## config.mk

```make
export PLATFORM = sky130hd
export DESIGN_NAME = prbs_gen_top
export DESIGN_NICKNAME = d
export VERILOG_FILES = /design/src/prbs_pkg.sv /design/src/prbs_lfsr_octet.sv /design/src/prbs_octet_step.sv /design/src/prbs_lane.sv /design/src/prbs_lane_ctrl.sv /design/src/prbs_frame_collect.sv /design/src/prbs_gen_top.sv
export VERILOG_INCLUDE_DIRS = /design/src /design/src/src
export SDC_FILE = /design/constraint.sdc
export NUM_CORES = 2
export LEC_CHECK = 0
export CAP_MARGIN = 10
export CORE_MARGIN = 5
export CORE_UTILIZATION = 30
export CTS_CLUSTER_DIAMETER = 100
export CTS_CLUSTER_SIZE = 25
export DETAILED_ROUTE_END_ITERATION = 12
export DONT_BUFFER_PORTS = 1
export PLACE_DENSITY = 0.44
export SLEW_MARGIN = 20
export SYNTH_ARGS = -nofsm -noshare
export SYNTH_HDL_FRONTEND = slang
export SYNTH_SLANG_ARGS = --single-unit
```

## constraint.sdc

```tcl
create_clock -name clk -period 4.2 [get_ports clk]
set_clock_uncertainty 0.05 [all_clocks]
set_input_delay 0.21 -clock clk [delete_from_list [all_inputs] [get_ports clk]]
set_output_delay 0.21 -clock clk [all_outputs]
set_load 0.05 [all_outputs]
```

## src/prbs_consts.svh

```systemverilog
`ifndef PRBS_CONSTS_SVH
`define PRBS_CONSTS_SVH

//////////////////////////////////////////////////////////////////////
// Datapath sizes

`define PRBS_WIDTH       32
`define PRBS_NUM_LANES   4
`define PRBS_FCNT_WIDTH  16

// Replaces an all-zero LFSR state
`define PRBS_RESTART     32'hffff_fffe

//////////////////////////////////////////////////////////////////////
// Frame markers, one per polynomial length

`define PRBS_MARK7       7'h12
`define PRBS_MARK15      15'h1234
`define PRBS_MARK23      23'h123456
`define PRBS_MARK31      31'h12345678

// Octet marker for count and fixed modes
`define PRBS_MARK_OCT    8'h12

`endif

```

## src/prbs_pkg.sv

```systemverilog
`include "prbs_consts.svh"

package prbs_pkg;

    // Lane pattern mode, codes 6 and 7 fall back to fixed
    typedef enum logic [2:0] {
        MODE_PRBS7  = 3'd0,
        MODE_PRBS15 = 3'd1,
        MODE_PRBS23 = 3'd2,
        MODE_PRBS31 = 3'd3,
        MODE_CNT    = 3'd4,
        MODE_FIX    = 3'd5
    } prbs_mode_e;

    // One of the lanes
    typedef logic [$clog2(`PRBS_NUM_LANES)-1:0] lane_idx_t;

endpackage

```

## src/prbs_lfsr_octet.sv

```systemverilog
`timescale 1ns/1ps
`include "prbs_consts.svh"

module prbs_lfsr_octet #(
    parameter int LEN = 7,
    parameter int TAP = 6
) (
    input  logic [`PRBS_WIDTH-1:0] din,
    output logic [`PRBS_WIDTH-1:0] dout
);

    logic [`PRBS_WIDTH-1:0] word;

    // Eight LFSR bits, oldest first, shifted in at the low end
    // Feedback taps read the running word so later bits see earlier ones
    always_comb begin
        word = din;
        for (int i = 0; i < 8; i++) begin
            word = {word[`PRBS_WIDTH-2:0], word[LEN-1] ^ word[TAP-1]};
        end
        dout = word;
    end

endmodule

```

## src/prbs_octet_step.sv

```systemverilog
`timescale 1ns/1ps
`include "prbs_consts.svh"

module prbs_octet_step (
    input  logic [`PRBS_WIDTH-1:0] state,
    input  prbs_pkg::prbs_mode_e   mode,
    input  logic [1:0]             nob,
    output logic [`PRBS_WIDTH-1:0] next_state,
    output logic                   end_frame
);

    // Candidates indexed by octet count minus one
    logic [`PRBS_WIDTH-1:0] prbs_cand [4][4];
    logic [`PRBS_WIDTH-1:0] cnt_cand [4];
    logic [7:0]             cnt_oct [4];
    logic [`PRBS_WIDTH-1:0] fix_word;
    logic [`PRBS_WIDTH-1:0] step_word;
    logic [1:0]             oct_idx;
    logic                   oct_hit;

    // nob of 0 means four octets, so this wraps to index 3
    assign oct_idx = nob - 2'd1;

    //////////////////////////////////////////////////////////////////////
    // PRBS chains, one per polynomial

    for (genvar m = 0; m < 4; m++) begin : g_poly
        localparam int LEN = (m == 0) ? 7 : (m == 1) ? 15 : (m == 2) ? 23 : 31;
        localparam int TAP = (m == 0) ? 6 : (m == 1) ? 14 : (m == 2) ? 18 : 28;

        for (genvar o = 0; o < 4; o++) begin : g_oct
            if (o == 0) begin : g_first
                prbs_lfsr_octet #(.LEN(LEN), .TAP(TAP)) u_oct (
                    .din  (state),
                    .dout (prbs_cand[m][0])
                );
            end else begin : g_next
                prbs_lfsr_octet #(.LEN(LEN), .TAP(TAP)) u_oct (
                    .din  (prbs_cand[m][o-1]),
                    .dout (prbs_cand[m][o])
                );
            end
        end
    end

    //////////////////////////////////////////////////////////////////////
    // Count and fixed patterns

    // Oldest octet lands highest
    always_comb begin
        for (int k = 0; k < 4; k++) begin
            cnt_oct[k] = state[7:0] + 8'(k + 1);
        end
        cnt_cand[0] = {state[23:0], cnt_oct[0]};
        cnt_cand[1] = {state[15:0], cnt_oct[0], cnt_oct[1]};
        cnt_cand[2] = {state[7:0], cnt_oct[0], cnt_oct[1], cnt_oct[2]};
        cnt_cand[3] = {cnt_oct[0], cnt_oct[1], cnt_oct[2], cnt_oct[3]};
    end

    assign fix_word = {4{state[7:0]}};

    //////////////////////////////////////////////////////////////////////
    // Mode select and restart

    always_comb begin
        case (mode)
            prbs_pkg::MODE_PRBS7:  step_word = prbs_cand[0][oct_idx];
            prbs_pkg::MODE_PRBS15: step_word = prbs_cand[1][oct_idx];
            prbs_pkg::MODE_PRBS23: step_word = prbs_cand[2][oct_idx];
            prbs_pkg::MODE_PRBS31: step_word = prbs_cand[3][oct_idx];
            prbs_pkg::MODE_CNT:    step_word = cnt_cand[oct_idx];
            default:               step_word = fix_word;
        endcase

        // Count mode is allowed to run from zero
        if (state == '0 && mode != prbs_pkg::MODE_CNT) begin
            next_state = `PRBS_RESTART;
        end else begin
            next_state = step_word;
        end
    end

    // New octets sit in the low nob bytes of the result
    always_comb begin
        oct_hit = 1'b0;
        for (int k = 0; k < 4; k++) begin
            if (k <= int'(oct_idx) && next_state[8*k +: 8] == `PRBS_MARK_OCT) begin
                oct_hit = 1'b1;
            end
        end
    end

    // PRBS markers match the pre-step state
    always_comb begin
        case (mode)
            prbs_pkg::MODE_PRBS7:  end_frame = (state[6:0] == `PRBS_MARK7);
            prbs_pkg::MODE_PRBS15: end_frame = (state[14:0] == `PRBS_MARK15);
            prbs_pkg::MODE_PRBS23: end_frame = (state[22:0] == `PRBS_MARK23);
            prbs_pkg::MODE_PRBS31: end_frame = (state[30:0] == `PRBS_MARK31);
            default:               end_frame = oct_hit;
        endcase
    end

endmodule

```

## src/prbs_lane.sv

```systemverilog
`timescale 1ns/1ps
`include "prbs_consts.svh"

module prbs_lane (
    input  logic                   clk,
    input  logic                   arst_n,
    input  logic                   load,
    input  logic [`PRBS_WIDTH-1:0] seed,
    input  logic                   step,
    input  prbs_pkg::prbs_mode_e   mode,
    input  logic [1:0]             nob,
    output logic [`PRBS_WIDTH-1:0] data,
    output logic                   end_frame
);

    logic [`PRBS_WIDTH-1:0] next_word;
    logic                   step_eof;

    // Next word computed from the current lane state
    prbs_octet_step u_step (
        .state      (data),
        .mode       (mode),
        .nob        (nob),
        .next_state (next_word),
        .end_frame  (step_eof)
    );

    //////////////////////////////////////////////////////////////////////
    // Lane state

    // Seed load takes priority over a step
    always_ff @(posedge clk or negedge arst_n) begin
        if (!arst_n) begin
            data <= '0;
        end else if (load) begin
            data <= seed;
        end else if (step) begin
            data <= next_word;
        end
    end

    //////////////////////////////////////////////////////////////////////
    // Frame pulse

    // High for one cycle per marked step, cleared on idle or load
    always_ff @(posedge clk or negedge arst_n) begin
        if (!arst_n) begin
            end_frame <= 1'b0;
        end else begin
            end_frame <= step && !load && step_eof;
        end
    end

endmodule

```

## src/prbs_lane_ctrl.sv

```systemverilog
`timescale 1ns/1ps
`include "prbs_consts.svh"

module prbs_lane_ctrl (
    input  logic                      clk,
    input  logic                      arst_n,
    input  logic                      cfg_we,
    input  prbs_pkg::lane_idx_t       cfg_lane,
    input  prbs_pkg::prbs_mode_e      cfg_mode,
    input  logic [1:0]                cfg_nob,
    input  logic                      cfg_en,
    input  logic [`PRBS_WIDTH-1:0]    cfg_seed,
    input  logic                      run,
    output prbs_pkg::prbs_mode_e      lane_mode [`PRBS_NUM_LANES],
    output logic [1:0]                lane_nob [`PRBS_NUM_LANES],
    output logic [`PRBS_NUM_LANES-1:0] lane_load,
    output logic [`PRBS_WIDTH-1:0]    lane_seed [`PRBS_NUM_LANES],
    output logic [`PRBS_NUM_LANES-1:0] lane_step
);

    logic [`PRBS_NUM_LANES-1:0] lane_en;

    //////////////////////////////////////////////////////////////////////
    // Per-lane configuration

    always_ff @(posedge clk or negedge arst_n) begin
        if (!arst_n) begin
            for (int i = 0; i < `PRBS_NUM_LANES; i++) begin
                lane_mode[i] <= prbs_pkg::MODE_PRBS7;
                lane_nob[i]  <= 2'd1;
            end
            lane_en   <= '0;
            lane_load <= '0;
        end else begin
            // Load is a single-cycle pulse following the write
            lane_load <= '0;
            if (cfg_we) begin
                lane_mode[cfg_lane] <= cfg_mode;
                lane_nob[cfg_lane]  <= cfg_nob;
                lane_en[cfg_lane]   <= cfg_en;
                lane_load[cfg_lane] <= 1'b1;
            end
        end
    end

    // Seed held alongside the load pulse
    always_ff @(posedge clk) begin
        if (cfg_we) begin
            lane_seed[cfg_lane] <= cfg_seed;
        end
    end

    //////////////////////////////////////////////////////////////////////
    // Step enables

    // Lags run by one cycle
    always_ff @(posedge clk or negedge arst_n) begin
        if (!arst_n) begin
            lane_step <= '0;
        end else begin
            lane_step <= lane_en & {`PRBS_NUM_LANES{run}};
        end
    end

endmodule

```

## src/prbs_frame_collect.sv

```systemverilog
`timescale 1ns/1ps
`include "prbs_consts.svh"

module prbs_frame_collect (
    input  logic                        clk,
    input  logic                        arst_n,
    input  logic [`PRBS_NUM_LANES-1:0]  end_frame,
    input  prbs_pkg::lane_idx_t         rd_lane,
    output logic [`PRBS_FCNT_WIDTH-1:0] frame_count
);

    logic [`PRBS_FCNT_WIDTH-1:0] cnt [`PRBS_NUM_LANES];

    //////////////////////////////////////////////////////////////////////
    // Frame counters

    // Saturate instead of wrapping
    always_ff @(posedge clk or negedge arst_n) begin
        if (!arst_n) begin
            for (int i = 0; i < `PRBS_NUM_LANES; i++) begin
                cnt[i] <= '0;
            end
        end else begin
            for (int i = 0; i < `PRBS_NUM_LANES; i++) begin
                if (end_frame[i] && cnt[i] != '1) begin
                    cnt[i] <= cnt[i] + 1'b1;
                end
            end
        end
    end

    // Readout
    assign frame_count = cnt[rd_lane];

endmodule

```

## src/prbs_gen_top.sv

```systemverilog
`timescale 1ns/1ps
`include "prbs_consts.svh"

module prbs_gen_top (
    input  logic                        clk,
    input  logic                        arst_n,
    input  logic                        cfg_we,
    input  prbs_pkg::lane_idx_t         cfg_lane,
    input  prbs_pkg::prbs_mode_e        cfg_mode,
    input  logic [1:0]                  cfg_nob,
    input  logic                        cfg_en,
    input  logic [`PRBS_WIDTH-1:0]      cfg_seed,
    input  logic                        run,
    input  prbs_pkg::lane_idx_t         rd_lane,
    output logic [`PRBS_WIDTH-1:0]      lane_data [`PRBS_NUM_LANES],
    output logic [`PRBS_FCNT_WIDTH-1:0] frame_count
);

    prbs_pkg::prbs_mode_e       lane_mode [`PRBS_NUM_LANES];
    logic [1:0]                 lane_nob [`PRBS_NUM_LANES];
    logic [`PRBS_WIDTH-1:0]     lane_seed [`PRBS_NUM_LANES];
    logic [`PRBS_NUM_LANES-1:0] lane_load;
    logic [`PRBS_NUM_LANES-1:0] lane_step;
    logic [`PRBS_NUM_LANES-1:0] lane_end_frame;

    //////////////////////////////////////////////////////////////////////
    // Configuration

    prbs_lane_ctrl u_ctrl (
        .clk       (clk),
        .arst_n    (arst_n),
        .cfg_we    (cfg_we),
        .cfg_lane  (cfg_lane),
        .cfg_mode  (cfg_mode),
        .cfg_nob   (cfg_nob),
        .cfg_en    (cfg_en),
        .cfg_seed  (cfg_seed),
        .run       (run),
        .lane_mode (lane_mode),
        .lane_nob  (lane_nob),
        .lane_load (lane_load),
        .lane_seed (lane_seed),
        .lane_step (lane_step)
    );

    //////////////////////////////////////////////////////////////////////
    // Lanes

    for (genvar i = 0; i < `PRBS_NUM_LANES; i++) begin : g_lane
        prbs_lane u_lane (
            .clk       (clk),
            .arst_n    (arst_n),
            .load      (lane_load[i]),
            .seed      (lane_seed[i]),
            .step      (lane_step[i]),
            .mode      (lane_mode[i]),
            .nob       (lane_nob[i]),
            .data      (lane_data[i]),
            .end_frame (lane_end_frame[i])
        );
    end

    //////////////////////////////////////////////////////////////////////
    // Frame statistics

    prbs_frame_collect u_collect (
        .clk         (clk),
        .arst_n      (arst_n),
        .end_frame   (lane_end_frame),
        .rd_lane     (rd_lane),
        .frame_count (frame_count)
    );

endmodule

```

==> impl_metrics.toml <==
[timing]
slew_violations = 0
rsz0062_at_grt = "false"
hold_viol = 228
max_slew_margin_pct = 20.8
setup_violations = 0
whs_ps = -691
period_needed_ps = 4050
clock.fmax_ghz = 0.247
tightest_slew_ps = 1170
post-route-period-util_pct = 96.5

[worst_setup_path]
crit_path_start_kind = "flip-flop"
crit_arrival_ps = 4500
crit_fanout = 89
crit_required_ps = 4650
endpoint_kind = "flip-flop"
crit_type = "flip-flop to flip-flop"
reg2reg_slack_ps = 150

[synthesis]
syn_avg_cell_area_um2 = 7.95
synth_xor_xnor_area_share_pct = 14.6
ys_ff_latch = 356
synthCells = 4675
synth_top_family_by_area = "compound AO/OA/AOI/OAI gates"
synth_edf_count = 128
synth_cell_type_count = 102
ys_async_sr_fraction_pct = 64.0
synth_nets = 4829
synth_mux_area_share_pct = 6.83
synth_top_area_share_pct = 15.1
synth-warning-count = 0
synth_compound_area_share_pct = 24.6
yosysMostFrequentCell = "nand2_1"
yosysTopAreaCell = "dfrtp_1"
syn_area_um2 = 37200
yosys.area_share.simple_pct = 18.4
synthTopCellsByArea = "dfrtp_1, edfxtp_1, xnor2_1"
synth-adder-area-share_pct = 3.64
seq_area_frac_synth_pct = 25.7
synthFlopType = "dfrtp_1"
synth_common_cells = "nand2_1, o21ai_0, xnor2_1, a21oi_1, nor2_1"

[clocking]
ctsHoldBuffers = 40
cts_max_path_buffers = 3
cts_tree = "done"
clkSlewWorstSetupHoldPaths_ps = 110
cts_buffers = 20
ctsRootBufferMaster = "clkbuf_16"
htree_levels = 1
clk_latency_ps = 570
cts_sinks = 356

[placement]
place_area_um2 = 41100
gp_congestion = 1.05
place.detailed.hpwl_um = 163000
io_buffers = 0

[final_layout]
stdcell_area_um2 = 42200
drive_gt1_share_pct = 13.7
layout.nets = 4898
syn2layout_area_growth_pct = 13.6

[routing]
drc = 0
ant_nets = 0
dr.pass1.iters = 6
vias = 40400
wl_per_cell_um = 33.8
drt-vias-per-instance = 6.30
drt_iter0_drc = 5862
wl_um = 217000

[floorplanning]
die_y_um = 362
die_w_um = 362
start_util_pct = 30.1
placementRows = 129
design.core.area_um2 = 123000
io_pins = 190
die_area_um2 = 131000

[global_routing]
grt.overflow.total = 0
grt_max_degree = 229
antenna_found_initial = 34
grt_pass1_vias = 38700
grt_first_pass_wirelength_um = 304000
grt_usage_pct = 31.5

[status]
status = "finished with violations"
violations = "negative hold slack"

[power_and_ir_drop]
p_leak_uw = 0.0158
power_per_cell_area_nw_per_um2 = 1030
peakVddDrop_mv = 0.973

[flow_run]
cap_viol_max_count = 0

[min_path]
worstHoldPathType = "input port to async pin"
## registers in the layout (all words and copies together), names as in the netlist
| name | count |
|---|---|
| u_collect.cnt | 64 |
| u_ctrl.lane_load | 4 |
| u_ctrl.lane_step | 4 |
| u_ctrl.lane_en | 4 |
| u_ctrl.lane_nob | 8 |
| u_ctrl.lane_seed | 128 |
| u_ctrl.lane_mode | 12 |
| g_lane.u_lane.data | 128 |
| g_lane.u_lane.end_frame | 4 |
## stage by stage
stage | util [%] | setup slack [ps] | total power [uW] | TNS, ps | std cells
finish | 34.2 | 148 | 43600 | 0 | 6412
global route | 34.2 | 25.3 | 45200 | 0 | 6399
CTS | 34.2 | 212 | 42600 | 0 | 6395
detailed placement | 33.3 | 248 | 40000 | 0 | 6319
global placement | 33.3 | -3.90 | 40500 | -3.90 | 6319
floorplan | - | 14.7 | 26300 | 0 | 4675
## final timing paths
path | depth (start not counted) | to | startpoint
setup reg to reg | 13 | g_lane[3].u_lane.end_frame$_DFF_PN0_ | u_ctrl.lane_nob[0]$_DFFE_PN1P_
max in group asynchronous | 0 | g_lane[2].u_lane.data[0]$_DFFE_PN0P_ | arst_n
setup / recovery | 13 | g_lane[3].u_lane.end_frame$_DFF_PN0_ | u_ctrl.lane_nob[0]$_DFFE_PN1P_
hold reg to reg | 1 | g_lane[1].u_lane.data[27]$_DFFE_PN0P_ | u_ctrl.lane_seed[91]$_DFFE_PP_
hold / removal | 0 | u_collect.cnt[32]$_DFFE_PN0P_ | arst_n
min in group clk | 3 | u_ctrl.lane_en[1]$_DFFE_PN0P_ | cfg_lane[0]
## kinds of logic (layout without fill, tap and decap cells)
logic type,after synthesis,count (layout)
multiplexers,206,206
buffers and inverters,576,659
AND/OR/NAND/NOR,1404,1404
adder cells (fa/ha/maj),108,108
flip-flops,356,356
AO/OA/AOI/OAI,1430,1430
XOR/XNOR,595,595
other,0,17
## critical path, stage by stage (launching register included)
cell and delay, ps:
dfstp_4 650, buf_12 320, buf_4 360, nand2b_1 260, o21ai_0 180, xnor2_1 160, nor2_1 130, a2111oi_1 880
buf_4 250, nand2_1 50, nor4_1 260, buf_4 160, a31oi_1 70, a31oi_1 170
## area by class of cell
cell class	instances	area [um2]
tap	1637	2050
fill	13300	81300
timing repair buffer	515	4130
multi-input combinational	3743	25400
antenna	17	42.5
inverter	108	405
sequential	356	9580
clock buffer	29	556
clock inverter	7	80.1
## routing by layer
metal | share of wire, % | vias up | global-route usage (%)
met5 | 0.059 | - | 0
met1 | 41 | 19900 | 43.0
met3 | 11 | 668 | 7.63
met4 | 6.4 | 18 | 15.9
li1 | - | 17100 | -
met2 | 41 | 2733 | 46.3
## cells in the final DEF (no fill, tap or decap), types with 94 or more instances in the layout
cell	netlist	final
nand2_1	520	520
buf_4	3	462
o21ai_0	459	459
xnor2_1	374	374
a21oi_1	299	299
nor2_1	287	287
dfrtp_1	224	212
xor2_1	206	206
mux2i_1	139	139
edfxtp_1	128	128
nand3_1	106	106
ha_1	108	104
a211oi_1	94	94
## power by group
group / leakage, uW / total [uW] / switching [uW] / internal, uW
Sequential: 0.00401 / 5700 / 1380 / 4320
Clock: 0.000304 / 2270 / 1300 / 975
Combinational: 0.0115 / 35700 / 23600 / 12100
## timing repair
action	in CTS	in global routing
setup endpoints to repair	0	1
resized for setup	0	1
buffers inserted	0	0
endpoints found under the hold margin	384	228
Power figures use the tool's default switching activity.
